### config.mk
export PLATFORM = sky130hd
export DESIGN_NAME = img_controller
export DESIGN_NICKNAME = d
export VERILOG_FILES = /design/src/design/img_pkg.sv /design/src/design/pixel_capture.sv /design/src/design/frame_buffer.sv /design/src/design/fletcher_checksum.sv /design/src/design/readout_sequencer.sv /design/src/design/img_controller.sv
export SDC_FILE = /design/constraint.sdc
export NUM_CORES = 2
export LEC_CHECK = 0
export BUFFER_PORTS_ARGS = -buffer_cell sky130_fd_sc_hd__buf_2
export CAP_MARGIN = 15
export CORE_ASPECT_RATIO = 2
export CORE_MARGIN = 3
export CORE_UTILIZATION = 55
export DETAILED_ROUTE_END_ITERATION = 7
export PLACE_DENSITY_LB_ADDON = 0.25
export SETUP_SLACK_MARGIN = 0.15
export SLEW_MARGIN = 10
export SYNTH_ARGS = -nofsm -noshare
export SYNTH_HDL_FRONTEND = slang
export SYNTH_SLANG_ARGS = --single-unit
### constraint.sdc
create_clock -name clk -period 4.85 [get_ports clk]
set_input_delay 0.7275 -clock clk [delete_from_list [all_inputs] [get_ports clk]]
set_output_delay 0.7275 -clock clk [all_outputs]
set_load 0.01 [all_outputs]
### src/design/img_pkg.sv
`default_nettype none

package img_pkg;

    // ==============================
    // Image geometry
    // ==============================
    localparam int img_width   = 16;
    localparam int img_height  = 8;
    localparam int pixel_count = img_width * img_height;
    localparam int col_bits    = $clog2(img_width);
    localparam int line_bits   = $clog2(img_height);
    localparam int addr_bits   = $clog2(pixel_count);

    // Readout stream layout
    localparam int header_words   = 4;
    localparam int checksum_words = 2;
    localparam int padding_words  = 2;

    // Thumbnail keeps the upper-left thumb_keep x thumb_keep of each block
    localparam int thumb_block = 8;
    localparam int thumb_keep  = 2;

    // Statistics sample spacing and number of pixel MSBs that classify a sample
    localparam int stat_grid = 4;
    localparam int stat_msbs = 7;

    localparam int unsigned fletcher_mod = 65535;

    // ==============================
    // Types
    // ==============================
    typedef logic [11:0]                  pixel_t;
    typedef logic [15:0]                  word_t;
    typedef logic [addr_bits-1:0]         addr_t;
    typedef logic [addr_bits:0]           count_t;
    typedef logic [col_bits-1:0]          col_t;
    typedef logic [line_bits-1:0]         line_t;
    typedef logic [15:0]                  stat_t;
    typedef logic [31:0]                  sum_t;
    typedef logic [header_words*16-1:0]   header_t;

    typedef enum logic [1:0] {
        cap_idle,
        cap_wait_frame,
        cap_store
    } capture_state_t;

    typedef enum logic [2:0] {
        rd_idle,
        rd_header,
        rd_pixels,
        rd_checksum,
        rd_padding,
        rd_drain
    } readout_state_t;

endpackage

`default_nettype wire

### src/design/pixel_capture.sv
`timescale 1ns/10ps
`default_nettype none

module pixel_capture (
    input  wire                  clk,
    input  wire                  reset,
    input  wire                  start,
    input  wire                  skip,
    input  wire                  pix_fv,
    input  wire                  pix_lv,
    input  wire img_pkg::pixel_t pix_data,
    output logic                 busy,
    output logic                 done,
    output logic                 wr_en,
    output img_pkg::addr_t       wr_addr,
    output img_pkg::word_t       wr_data,
    output img_pkg::count_t      pixels,
    output img_pkg::stat_t       highlights,
    output img_pkg::stat_t       shadows
);
    img_pkg::capture_state_t state;
    logic fv_prev;
    logic lv_prev;
    logic skip_left;
    img_pkg::col_t col;
    img_pkg::line_t line;
    logic frame_start;
    logic frame_end;
    logic line_end;
    logic take_frame;
    logic storing;
    logic sample;
    logic [img_pkg::stat_msbs-1:0] pix_top;

    // ==============================
    // Sensor strobe tracking
    // ==============================
    assign frame_start = pix_fv && !fv_prev;
    assign frame_end   = fv_prev && !pix_fv;
    assign line_end    = lv_prev && !pix_lv;

    always_ff @(posedge clk) begin
        if (reset) begin
            fv_prev <= 1'b0;
            lv_prev <= 1'b0;
            col     <= '0;
            line    <= '0;
        end else begin
            fv_prev <= pix_fv;
            lv_prev <= pix_lv;
            col     <= pix_lv ? col + 1'b1 : '0;
            if (!pix_fv) begin
                line <= '0;
            end else if (line_end) begin
                line <= line + 1'b1;
            end
        end
    end

    // Pixels on the frame-start cycle already belong to the stored frame
    assign take_frame = (state == img_pkg::cap_wait_frame) && frame_start && !skip_left;
    assign storing    = ((state == img_pkg::cap_store) || take_frame) && pix_lv;
    assign sample     = storing && ((col % img_pkg::stat_grid) == 0)
                        && ((line % img_pkg::stat_grid) == 0);
    assign pix_top    = pix_data[$bits(img_pkg::pixel_t)-1 -: img_pkg::stat_msbs];
    assign busy       = (state != img_pkg::cap_idle);

    // ==============================
    // Capture FSM and statistics
    // ==============================
    always_ff @(posedge clk) begin
        if (reset) begin
            state      <= img_pkg::cap_idle;
            skip_left  <= 1'b0;
            done       <= 1'b0;
            wr_en      <= 1'b0;
            pixels     <= '0;
            highlights <= '0;
            shadows    <= '0;
        end else begin
            done  <= 1'b0;
            wr_en <= storing;
            case (state)
                img_pkg::cap_idle: begin
                    if (start) begin
                        pixels     <= '0;
                        highlights <= '0;
                        shadows    <= '0;
                        skip_left  <= skip;
                        state      <= img_pkg::cap_wait_frame;
                    end
                end
                img_pkg::cap_wait_frame: begin
                    // A skipped frame just uses up one frame start
                    if (frame_start) begin
                        if (skip_left) begin
                            skip_left <= 1'b0;
                        end else begin
                            state <= img_pkg::cap_store;
                        end
                    end
                end
                img_pkg::cap_store: begin
                    if (frame_end) begin
                        done  <= 1'b1;
                        state <= img_pkg::cap_idle;
                    end
                end
                default: state <= img_pkg::cap_idle;
            endcase

            if (storing) begin
                pixels <= pixels + 1'b1;
                if (sample && (&pix_top)) begin
                    highlights <= highlights + 1'b1;
                end
                if (sample && !(|pix_top)) begin
                    shadows <= shadows + 1'b1;
                end
            end
        end
    end

    // Write port follows the sample by one cycle
    always_ff @(posedge clk) begin
        wr_addr <= img_pkg::addr_t'(pixels);
        wr_data <= img_pkg::word_t'(pix_data);
    end

    a_wr_in_range: assert property (@(posedge clk) disable iff (reset)
        wr_en |-> ($past(pixels) < img_pkg::count_t'(img_pkg::pixel_count)));

endmodule

`default_nettype wire

### src/design/frame_buffer.sv
`timescale 1ns/10ps
`default_nettype none

module frame_buffer (
    input  wire                 clk,
    input  wire                 wr_en,
    input  wire img_pkg::addr_t wr_addr,
    input  wire img_pkg::word_t wr_data,
    input  wire                 rd_en,
    input  wire img_pkg::addr_t rd_addr,
    output img_pkg::word_t      rd_data
);
    // One word per pixel, in raster order
    img_pkg::word_t mem [img_pkg::pixel_count];

    always_ff @(posedge clk) begin
        if (wr_en) begin
            mem[wr_addr] <= wr_data;
        end
    end

    // Read data holds while rd_en is low
    always_ff @(posedge clk) begin
        if (rd_en) begin
            rd_data <= mem[rd_addr];
        end
    end

endmodule

`default_nettype wire

### src/design/fletcher_checksum.sv
`timescale 1ns/10ps
`default_nettype none

module fletcher_checksum (
    input  wire                 clk,
    input  wire                 clear,
    input  wire                 add_en,
    input  wire img_pkg::word_t add_word,
    output img_pkg::sum_t       sum
);
    img_pkg::word_t sum1;
    img_pkg::word_t sum2;
    img_pkg::word_t sum1_next;
    img_pkg::word_t sum2_next;

    // Addition modulo 65535 of a reduced sum and a raw or reduced word
    function automatic img_pkg::word_t add_mod(input img_pkg::word_t a,
                                               input img_pkg::word_t b);
        logic [16:0] total;
        total = {1'b0, a} + {1'b0, b};
        if (total >= 17'(img_pkg::fletcher_mod)) begin
            total = total - 17'(img_pkg::fletcher_mod);
        end
        return total[15:0];
    endfunction

    assign sum1_next = add_mod(sum1, add_word);
    assign sum2_next = add_mod(sum2, sum1_next);
    assign sum       = {sum2, sum1};

    always_ff @(posedge clk) begin
        if (clear) begin
            sum1 <= '0;
            sum2 <= '0;
        end else if (add_en) begin
            sum1 <= sum1_next;
            sum2 <= sum2_next;
        end
    end

endmodule

`default_nettype wire

### src/design/readout_sequencer.sv
`timescale 1ns/10ps
`default_nettype none

module readout_sequencer (
    input  wire                   clk,
    input  wire                   reset,
    input  wire                   start,
    input  wire                   thumb,
    input  wire img_pkg::header_t header,
    input  wire img_pkg::word_t   rd_data,
    input  wire img_pkg::sum_t    sum,
    input  wire                   out_ready,
    output logic                  busy,
    output logic                  rd_en,
    output img_pkg::addr_t        rd_addr,
    output logic                  ck_clear,
    output logic                  ck_add,
    output img_pkg::word_t        ck_word,
    output logic                  out_valid,
    output img_pkg::word_t        out_data,
    output logic                  out_last
);
    img_pkg::readout_state_t state;
    img_pkg::header_t hdr_shift;
    logic thumb_mode;
    img_pkg::count_t word_cnt;
    img_pkg::count_t fetch_cnt;
    img_pkg::col_t col;
    img_pkg::line_t line;
    logic rd_valid;
    logic rd_keep;
    logic out_ck;
    logic load;
    logic fetch_more;
    logic keep;

    // Output register is free when empty or being taken
    assign load       = !out_valid || out_ready;
    assign fetch_more = fetch_cnt < img_pkg::count_t'(img_pkg::pixel_count);
    assign keep       = !thumb_mode
                        || (((col % img_pkg::thumb_block) < img_pkg::thumb_keep)
                        && ((line % img_pkg::thumb_block) < img_pkg::thumb_keep));

    assign rd_en    = (state == img_pkg::rd_pixels) && load && fetch_more;
    assign rd_addr  = img_pkg::addr_t'(fetch_cnt);
    assign busy     = (state != img_pkg::rd_idle);
    assign ck_clear = (state == img_pkg::rd_idle) && start;
    assign ck_add   = out_valid && out_ready && out_ck;
    assign ck_word  = out_data;

    // ==============================
    // Stream FSM
    // ==============================
    always_ff @(posedge clk) begin
        if (reset) begin
            state     <= img_pkg::rd_idle;
            out_valid <= 1'b0;
            out_last  <= 1'b0;
            out_ck    <= 1'b0;
            rd_valid  <= 1'b0;
        end else begin
            if (load) begin
                out_valid <= 1'b0;
                out_last  <= 1'b0;
            end
            case (state)
                img_pkg::rd_idle: begin
                    if (start) begin
                        hdr_shift  <= header;
                        thumb_mode <= thumb;
                        word_cnt   <= img_pkg::count_t'(img_pkg::header_words);
                        state      <= img_pkg::rd_header;
                    end
                end
                img_pkg::rd_header: begin
                    if (load) begin
                        out_valid <= 1'b1;
                        out_ck    <= 1'b1;
                        out_data  <= hdr_shift[$bits(img_pkg::header_t)-1 -: 16];
                        hdr_shift <= hdr_shift << 16;
                        word_cnt  <= word_cnt - 1'b1;
                        if (word_cnt == 1) begin
                            fetch_cnt <= '0;
                            col       <= '0;
                            line      <= '0;
                            rd_valid  <= 1'b0;
                            state     <= img_pkg::rd_pixels;
                        end
                    end
                end
                img_pkg::rd_pixels: begin
                    // rd_data holds a fetched pixel until the output register takes it
                    if (load) begin
                        if (rd_valid && rd_keep) begin
                            out_valid <= 1'b1;
                            out_ck    <= 1'b1;
                            out_data  <= rd_data;
                        end
                        rd_valid <= rd_en;
                        if (!fetch_more) begin
                            state <= img_pkg::rd_drain;
                        end
                    end
                    if (rd_en) begin
                        rd_keep   <= keep;
                        fetch_cnt <= fetch_cnt + 1'b1;
                        if (col == img_pkg::col_t'(img_pkg::img_width - 1)) begin
                            col  <= '0;
                            line <= line + 1'b1;
                        end else begin
                            col <= col + 1'b1;
                        end
                    end
                end
                img_pkg::rd_drain: begin
                    // Once the last pixel is taken the sum has it a cycle later
                    if (!out_valid) begin
                        word_cnt <= img_pkg::count_t'(img_pkg::checksum_words);
                        state    <= img_pkg::rd_checksum;
                    end
                end
                img_pkg::rd_checksum: begin
                    if (load) begin
                        out_valid <= 1'b1;
                        out_ck    <= 1'b0;
                        out_data  <= (word_cnt == img_pkg::checksum_words) ? sum[31:16]
                                                                           : sum[15:0];
                        word_cnt  <= word_cnt - 1'b1;
                        if (word_cnt == 1) begin
                            word_cnt <= img_pkg::count_t'(img_pkg::padding_words);
                            state    <= img_pkg::rd_padding;
                        end
                    end
                end
                img_pkg::rd_padding: begin
                    if (load && (word_cnt != 0)) begin
                        out_valid <= 1'b1;
                        out_data  <= '0;
                        out_last  <= (word_cnt == 1);
                        word_cnt  <= word_cnt - 1'b1;
                    end
                    if (out_valid && out_ready && out_last) begin
                        state <= img_pkg::rd_idle;
                    end
                end
                default: state <= img_pkg::rd_idle;
            endcase
        end
    end

    a_stall_hold: assert property (@(posedge clk) disable iff (reset)
        (out_valid && !out_ready) |=> (out_valid && $stable(out_data) && $stable(out_last)));

endmodule

`default_nettype wire

### src/design/img_controller.sv
`timescale 1ns/10ps
`default_nettype none

module img_controller (
    input  wire                   clk,
    input  wire                   reset,
    input  wire                   pix_fv,
    input  wire                   pix_lv,
    input  wire img_pkg::pixel_t  pix_data,
    input  wire                   cmd_capture,
    input  wire                   cmd_skip,
    input  wire                   cmd_readout,
    input  wire                   cmd_thumb,
    input  wire img_pkg::header_t cmd_header,
    input  wire                   out_ready,
    output wire                   out_valid,
    output wire img_pkg::word_t   out_data,
    output wire                   out_last,
    output wire                   capture_done,
    output wire                   capture_busy,
    output wire                   readout_busy,
    output wire img_pkg::count_t  capture_pixels,
    output wire img_pkg::stat_t   highlight_count,
    output wire img_pkg::stat_t   shadow_count
);
    // Capture to buffer
    wire                 wr_en;
    wire img_pkg::addr_t wr_addr;
    wire img_pkg::word_t wr_data;

    // Buffer to sequencer
    wire                 rd_en;
    wire img_pkg::addr_t rd_addr;
    wire img_pkg::word_t rd_data;

    // Sequencer and checksum
    wire                 ck_clear;
    wire                 ck_add;
    wire img_pkg::word_t ck_word;
    wire img_pkg::sum_t  ck_sum;

    pixel_capture capture0 (
        .clk        (clk),
        .reset      (reset),
        .start      (cmd_capture),
        .skip       (cmd_skip),
        .pix_fv     (pix_fv),
        .pix_lv     (pix_lv),
        .pix_data   (pix_data),
        .busy       (capture_busy),
        .done       (capture_done),
        .wr_en      (wr_en),
        .wr_addr    (wr_addr),
        .wr_data    (wr_data),
        .pixels     (capture_pixels),
        .highlights (highlight_count),
        .shadows    (shadow_count)
    );

    frame_buffer buffer0 (
        .clk     (clk),
        .wr_en   (wr_en),
        .wr_addr (wr_addr),
        .wr_data (wr_data),
        .rd_en   (rd_en),
        .rd_addr (rd_addr),
        .rd_data (rd_data)
    );

    fletcher_checksum checksum0 (
        .clk      (clk),
        .clear    (ck_clear),
        .add_en   (ck_add),
        .add_word (ck_word),
        .sum      (ck_sum)
    );

    readout_sequencer sequencer0 (
        .clk       (clk),
        .reset     (reset),
        .start     (cmd_readout),
        .thumb     (cmd_thumb),
        .header    (cmd_header),
        .rd_data   (rd_data),
        .sum       (ck_sum),
        .out_ready (out_ready),
        .busy      (readout_busy),
        .rd_en     (rd_en),
        .rd_addr   (rd_addr),
        .ck_clear  (ck_clear),
        .ck_add    (ck_add),
        .ck_word   (ck_word),
        .out_valid (out_valid),
        .out_data  (out_data),
        .out_last  (out_last)
    );

endmodule

`default_nettype wire

* Word-level counts from Yosys, hierarchy flattened *
Memories as Yosys holds them, arrays and structs flattened. A register that Yosys moved wholly into a read port is not among the register bits.
Cells that the tools add are included.

storage, ports and cells
  bits in registers = 233
  bits in writable memories = 1536
  input bits = 85
  output and inout port bits = 61
  memories kept = 1

memory list
  name         words  bits a word  rd ports  clocked after memory_dff  write ports  RTL line            source
  buffer0.mem  128    12           1         1                         1            frame_buffer.sv:14  img_pkg::word_t mem [img_pkg::pixel_count];

cells by class
  add/sub/neg operators = 13
  order comparisons = 5
  equality and inequality tests = 27
  mux-type cells = 83
  bitwise operators = 4
  reduce and logical (&&, ||, !) cells = 63

operators by type and width
  operator                  number
  $mux W16                  16
  $mux W64                  2
  $pmux W64 S2              1
  $mux W8                   12
  $logic_not A32 Y1         2
  $pmux W16 S4              1
  $pmux W8 S5               1
  $mux W3                   13
  $add A16 B16 Y17          2
  $ge A17 B16 Y1 const B    2
  $add A16 B1 Y16 const B   2
  $sub A16 B16 Y16 const B  2
  $reduce_and A7 Y1         3
  $mux W1                   20
  $logic_and A1 B1 Y1       19
  $ne A2 B1 Y1 const B      9
  $pmux W3 S6               1
  $add A8 B1 Y8 const B     2
  $mux W4                   4
  $ne A2 B2 Y1 const B      8
  $pmux W8 S2               1
  $reduce_and A4 Y1         3
  $reduce_bool A2 Y1        6
  $reduce_and A5 Y1         2
  34 further kinds          61

* Logic depth before layout (Yosys ltp) *
  depth after elaboration = 11
  gate-level depth with buffers = 25

* Hierarchy *
A second synthesis with hierarchy kept.

second synthesis, totals
  cells, all modules = 4338
  area total of the unflattened synthesis = 90887.2 um^2

modules (own cells, without submodules)
  module             times used  cells each  area each (um^2)
  frame_buffer       1           3086        78683.0
  readout_sequencer  1           430         5544.1
  fletcher_checksum  1           512         3887.5
  pixel_capture      1           310         2772.7

* Worst setup path before layout *
No wires, ideal clock.

  kind = register to register
  start point = register sequencer0.out_data[0] (netlist: sequencer0.ck_word[0])
  end point = register checksum0.sum2[7]
  data arrival time = 5309 ps
  required time = 4717 ps
  slack = -591 ps
  cell stages (with the launch flop) = 26
  path buffers = 2
  period minus slack after synthesis = 5441 ps
  cell sequence = edfxtp_1 > ha_1 > fa_1 > nand3_1 > nand2_1 > xnor2_1 > nor3_1 > nand4_1 > a21oi_1 > a31oi_4 > buf_6 > xnor2_1 > ha_1 > inv_1 > fa_1 > nand2b_1 > a21oi_2 > o21ai_1 > xnor2_1 > nand4b_1 > nor3_4 > a31o_1 > buf_6 > nand4_1 > xnor2_1 > a21oi_1

between the ends
  longest elaborated chain between the ends = 6
  elaborated cells between the ends (all ways) = 8

ends and longest elaborated chain
  element                                                    RTL line                                          source
  from (decl)                                                readout_sequencer.sv:20                           output img_pkg::word_t out_data,
  from (signal assigned)                                     readout_sequencer.sv:79                           out_data <= hdr_shift[$bits(img_pkg::header_t)-1 -: 16];
  from (signal assigned)                                     readout_sequencer.sv:97                           out_data <= rd_data;
  from (signal assigned)                                     readout_sequencer.sv:126                          out_data <= (word_cnt == img_pkg::checksum_words) ? sum[31:16]
  $add A16 B16 Y17 (*)                                       fletcher_checksum.sv:20                           total = {1'b0, a} + {1'b0, b};
  $sub A16 B16 Y16 / $ge A17 B16 Y1 (equally long branches)  fletcher_checksum.sv:22, fletcher_checksum.sv:21
  $mux W16 (*)                                               fletcher_checksum.sv:21                           if (total >= 17'(img_pkg::fletcher_mod)) begin
  named net checksum0.sum1_next[0]                           fletcher_checksum.sv:13                           img_pkg::word_t sum1_next;
  $add A16 B16 Y17 (*)                                       fletcher_checksum.sv:20
  $sub A16 B16 Y16 / $ge A17 B16 Y1 (equally long branches)  fletcher_checksum.sv:22, fletcher_checksum.sv:21
  $mux W16 (*)                                               fletcher_checksum.sv:21
  to (signal assigned)                                       fletcher_checksum.sv:37                           sum2 <= sum2_next;
  to (decl)                                                  fletcher_checksum.sv:12                           img_pkg::word_t sum2;

Mark *: on every way through the listed nets, which the timed path passes. The rest lies on a longest branch.
A chain may end at the register's enable or synchronous reset.

* Worst setup path after layout *
  start point = register sequencer0.out_data[0] (netlist: sequencer0.ck_word[0])
  end point = register checksum0.sum2[2]

between the ends
  longest elaborated chain between the ends = 6
  elaborated cells between the ends (all ways) = 8

ends and longest elaborated chain
  element                                                    RTL line
  $add A16 B16 Y17 (*)                                       fletcher_checksum.sv:20
  $sub A16 B16 Y16 / $ge A17 B16 Y1 (equally long branches)  fletcher_checksum.sv:22, fletcher_checksum.sv:21
  $mux W16 (*)                                               fletcher_checksum.sv:21
  named net checksum0.sum1_next[4]                           fletcher_checksum.sv:13
  $add A16 B16 Y17 (*)                                       fletcher_checksum.sv:20
  $ge A17 B16 Y1 (*)                                         fletcher_checksum.sv:21
  $mux W16 (*)                                               fletcher_checksum.sv:21

Marked as above.

==> impl_metrics.csv <==
group,metric,value,unit
power_and_ir_drop,p_per_area,410,nW/um^2
global_routing,vias_in_the_first_global_route,38118,
sta,setup_slack,-0.380,ns
synthesis,synth_simple_gate_area_frac,0.0406,
synthesis,post-synth-top-count-cell,"sky130_fd_sc_hd__edfxtp_1",
route,detail-route-antenna-nets,0,
route,drc_violations,0,
synthesis,synth_top_family_by_area,"multiplexers",
outcome,violations_in_the_final_reports,"setup timing",
critical_path,r2r_end,"checksum0.sum2[2]",
placed_design,dpl_worst_slack,-0.474,ns
synthesis,postSynthRegisterBits,1762,
sta,setup_violations,16,
critical_path,regToRegSetupSlack,-0.38,ns
floorplanning,floorplan.initialDensity,0.556,
sta,finalHoldViolations,0,
synthesis,post_synth_xor_area_fraction,0.00875,
layout,drive_gt1_frac,0.340,
sta,timing.final.crit_share,1.08,
critical_path,critical_path_peak_fanout,7,
synthesis,post_synth_fa_ha_maj_area_fraction,0.00850,
global_routing,remaining_global_route_overflow,0,
critical_path,cp_data_arrival_time,5.87,ns
sta,setup-tns-final,-4.98,ns
synthesis,synth_seq_area_share,0.730,
critical_path,reg2regPathDepth,28,
sta,timing.fmax,0.191,GHz
clock_tree,cts_tree,"done",
clock_tree,cts.sinks,1762,
synthesis,post_synth_inst_count,3567,
synthesis,yosysWarnings,0,
synthesis,post_synthesis_net_count,3699,
floorplanning,floorplan.die_area,134000,sq um
global_routing,grt_start_max_net_pins,120,
placed_design,post_dp_hpwl,115000,microns
route,routed_wire_length_per_instance,30.3,microns
floorplanning,die_width,260,microns
floorplanning,coreArea,128000,sq um
clock_tree,cts_inserted_buffers,147,
synthesis,synth_commonest_cells,"sky130_fd_sc_hd__edfxtp_1, sky130_fd_sc_hd__mux4_2, sky130_fd_sc_hd__nor2_1",
synthesis,synthArstFlopShare,0,
clock_tree,cts_max_path_buffers,3,
global_routing,grt_antenna_before_repair,2,
global_routing,grt_use_total,0.271,
critical_path,timing.setup.critical_path_class,"register to register",
critical_path,nature_of_the_critical_path_startpoint,"register",
sta,drv_slew,0,
critical_path,worst_path_max_delay_cell,"sky130_fd_sc_hd__edfxtp_1",
worst_hold_path,hold_path_class,"input pin to register",
sta,worst-slew-pin-transition,1.22,ns
route,detailroute.via_count,36429,
layout,layout.nets,4163,
global_routing,grt_first_pass_wirelength,258000,microns
critical_path,critical-path-max-stage-delay,0.43,ns
floorplanning,boundaryPins,146,
route,route.detailed.vias_per_inst,6.24,
synthesis,synth_enable_flop_cells,1653,
placed_design,place.port_buffers,145,
outcome,run_status,"complete, but fails checks",
route,number_of_detailed_routing_iterations_run_before_antenna_repair,6,
clock_tree,cts.reportedPaths.clkPinSlew,0.07,ns
synthesis,synth.mux.area_fraction,0.172,
run,drv_cap,0,
sta,period_needed,5.23,ns
clock_tree,cts_htree_levels,4,
layout,flow.area_growth_from_synthesis,14.7,%
power_and_ir_drop,ir_worst_vdd,0.329,mV
synthesis,post_synth_main_area_contributors,"sky130_fd_sc_hd__edfxtp_1, sky130_fd_sc_hd__mux4_2, sky130_fd_sc_hd__dfxtp_1, sky130_fd_sc_hd__nor2_1, sky130_fd_sc_hd__mux2_2",
clock_tree,clk_latency_worst_skew_pair,0.78,ns
sta,rsz0062_at_grt,"yes",
clock_tree,cts-root-buf,"sky130_fd_sc_hd__clkbuf_16",
synthesis,yosysTopAreaCell,"sky130_fd_sc_hd__edfxtp_1",
synthesis,synth.lib_cells_used.distinct,81,
clock_tree,cts_hold_repair.buffers,0,
critical_path,critical_path.endpoint_type,"register",
worst_hold_path,hold_path_end,"capture0.wr_data[3]",
floorplanning,die_y,514,microns
route,drtIter0Drc,3284,
synthesis,syn_area_per_cell,19.9,sq um
power_and_ir_drop,leakage,0.0266,uW
synthesis,ys.flop_type,"sky130_fd_sc_hd__edfxtp_1",
route,totalWireLength,177000,microns
worst_hold_path,hp-start,"pix_data[3]",
placed_design,place_congestion,0.898,
sta,slew_headroom,0.190,
critical_path,timing.critical_path.mode_cell,"sky130_fd_sc_hd__buf_4",
synthesis,synth_largest_type_area_fraction,0.700,
sta,clock-skew-final,0.0306,ns
synthesis,synth_compound_gate_area_share,0.0274,
layout,layout.core_utilization,0.638,
layout,layoutNonFillerInstCount,5840,
worst_hold_path,min_delay_path_depth,1,
critical_path,worstReg2RegStart,"sequencer0.ck_word[0]",
placed_design,place_inst,5521,
critical_path,critPathRequiredTime,5.49,ns
synthesis,synth_area,70900,sq um
layout,fillCellCount,8561,
floorplanning,core.rowCount,185,
critical path: cells and delay by family (launching register included):
kind                       cells  cell delay, ns
buffers and inverters          6            0.88
AOI/OAI and AO/OA             12            2.00
adders and majority gates      3            0.82
and+or+nand+nor                5            0.62
xor gates and xnor gates       2            0.38
DFF                            1            0.43
sequential cells by signal (all words and copies together), names as in the netlist, 3 cells and up:
| register | cells |
|---|---|
| sequencer0.state | 3 |
| checksum0.sum1 | 16 |
| sequencer0.hdr_shift | 64 |
| sequencer0.word_cnt | 8 |
| sequencer0.line | 3 |
| capture0.wr_data | 12 |
| buffer0.mem | 1536 |
| buffer0.rd_data | 12 |
| capture0.pixels | 8 |
| capture0.highlights | 16 |
| capture0.shadows | 16 |
| sequencer0.ck_word | 16 |
| sequencer0.col | 4 |
| checksum0.sum2 | 16 |
| capture0.wr_addr | 7 |
| sequencer0.fetch_cnt | 8 |
layout make-up:
class | count | area, sq um | share of cell area
Tap cell | 1683 | 2110 | 0.0259
Multi-Input combinational cell | 1594 | 18800 | 0.231
Clock buffer | 182 | 3940 | 0.0484
Antenna cell | 4 | 10.0 | 0.000123
Sequential cell | 1762 | 51900 | 0.638
Timing Repair Buffer | 502 | 3620 | 0.0445
Clock inverter | 89 | 900 | 0.0111
Inverter | 24 | 92.6 | 0.00114
layout by cell type, fill, tap and decap left out, types with 20 or more instances in the layout:
cell                        synthesis  final
sky130_fd_sc_hd__clkbuf_1         121     28
sky130_fd_sc_hd__ha_1              45     34
sky130_fd_sc_hd__xnor2_1           37     32
sky130_fd_sc_hd__clkinv_2           0     24
sky130_fd_sc_hd__dfxtp_1          109     97
sky130_fd_sc_hd__nor2_1           246    235
sky130_fd_sc_hd__edfxtp_1        1653   1653
sky130_fd_sc_hd__and3_1            29     28
sky130_fd_sc_hd__nand3_1           68     62
sky130_fd_sc_hd__clkbuf_16          0    152
sky130_fd_sc_hd__buf_2             41    145
sky130_fd_sc_hd__o21ai_0           77     72
sky130_fd_sc_hd__a21oi_1          102     93
sky130_fd_sc_hd__nor2b_1           34     34
sky130_fd_sc_hd__buf_4              4    336
sky130_fd_sc_hd__a211oi_1          25     22
sky130_fd_sc_hd__xor2_1            32     31
sky130_fd_sc_hd__clkinv_1           1     25
sky130_fd_sc_hd__nand2_1           74     73
sky130_fd_sc_hd__mux2_2            61     60
sky130_fd_sc_hd__inv_1             20     20
sky130_fd_sc_hd__nor3_1            34     20
sky130_fd_sc_hd__mux4_2           504    504
how the worst max path moves through the flow:
stage | slack (ns) | from | end
after floorplan | -0.35 | sequencer0.ck_word[5] | checksum0.sum2[11]
after global placement | -0.42 | sequencer0.ck_word[0] | checksum0.sum2[2]
after detailed placement | -0.47 | sequencer0.ck_word[0] | checksum0.sum2[2]
after CTS | -0.34 | sequencer0.ck_word[0] | checksum0.sum2[11]
after global routing | -0.65 | sequencer0.ck_word[0] | checksum0.sum2[1]
final | -0.38 | sequencer0.ck_word[0] | checksum0.sum2[2]
metal layers:
| layer | GRT usage | wire length (microns) | up-vias |
|---|---|---|---|
| met5 | 0 | 0 | - |
| met1 | 0.293 | 56500 | 19105 |
| met2 | 0.498 | 98300 | 1358 |
| li1 | - | - | 15572 |
| met4 | 0.167 | 13100 | 0 |
| met3 | 0.0358 | 8960 | 394 |
report_power, final:
group          total, uW  internal [uW]  switching (uW)
Sequential         17300          17000             341
Combinational       4050           1870            2180
Clock              12000           6580            5410
Total              33400          25400            7930
through the flow:
step / total power [uW] / hold WS, ns / area (sq um)
2_1_floorplan: 19700 / 0.393 / 71000
3_3_place_gp: 21400 / 0.407 / 75700
3_5_place_dp: 21400 / 0.409 / 75700
4_1_cts: 33400 / 0.0179 / 81000
5_1_grt: 34400 / 0.0428 / 81300
6_report: 33400 / 0.0748 / 81300
cells by family (layout without fill, tap and decap cells):
group,after synthesis,in the layout
xor+xnor,70,70
buf+inv,211,797
flops,1762,1762
compound gates,306,306
simple gates,590,590
mux,581,581
fa+ha+maj,47,47
other cells,0,4
timing repair:
| item | CTS | global route |
|---|---|---|
| endpoints found under the setup margin | 16 | 16 |
| gates cloned | 0 | 0 |
| pin swaps | 34 | 22 |
| buffers inserted | 18 | 11 |
| resized for setup | 48 | 29 |
No activity file was read; power rests on OpenSTA's default activity.
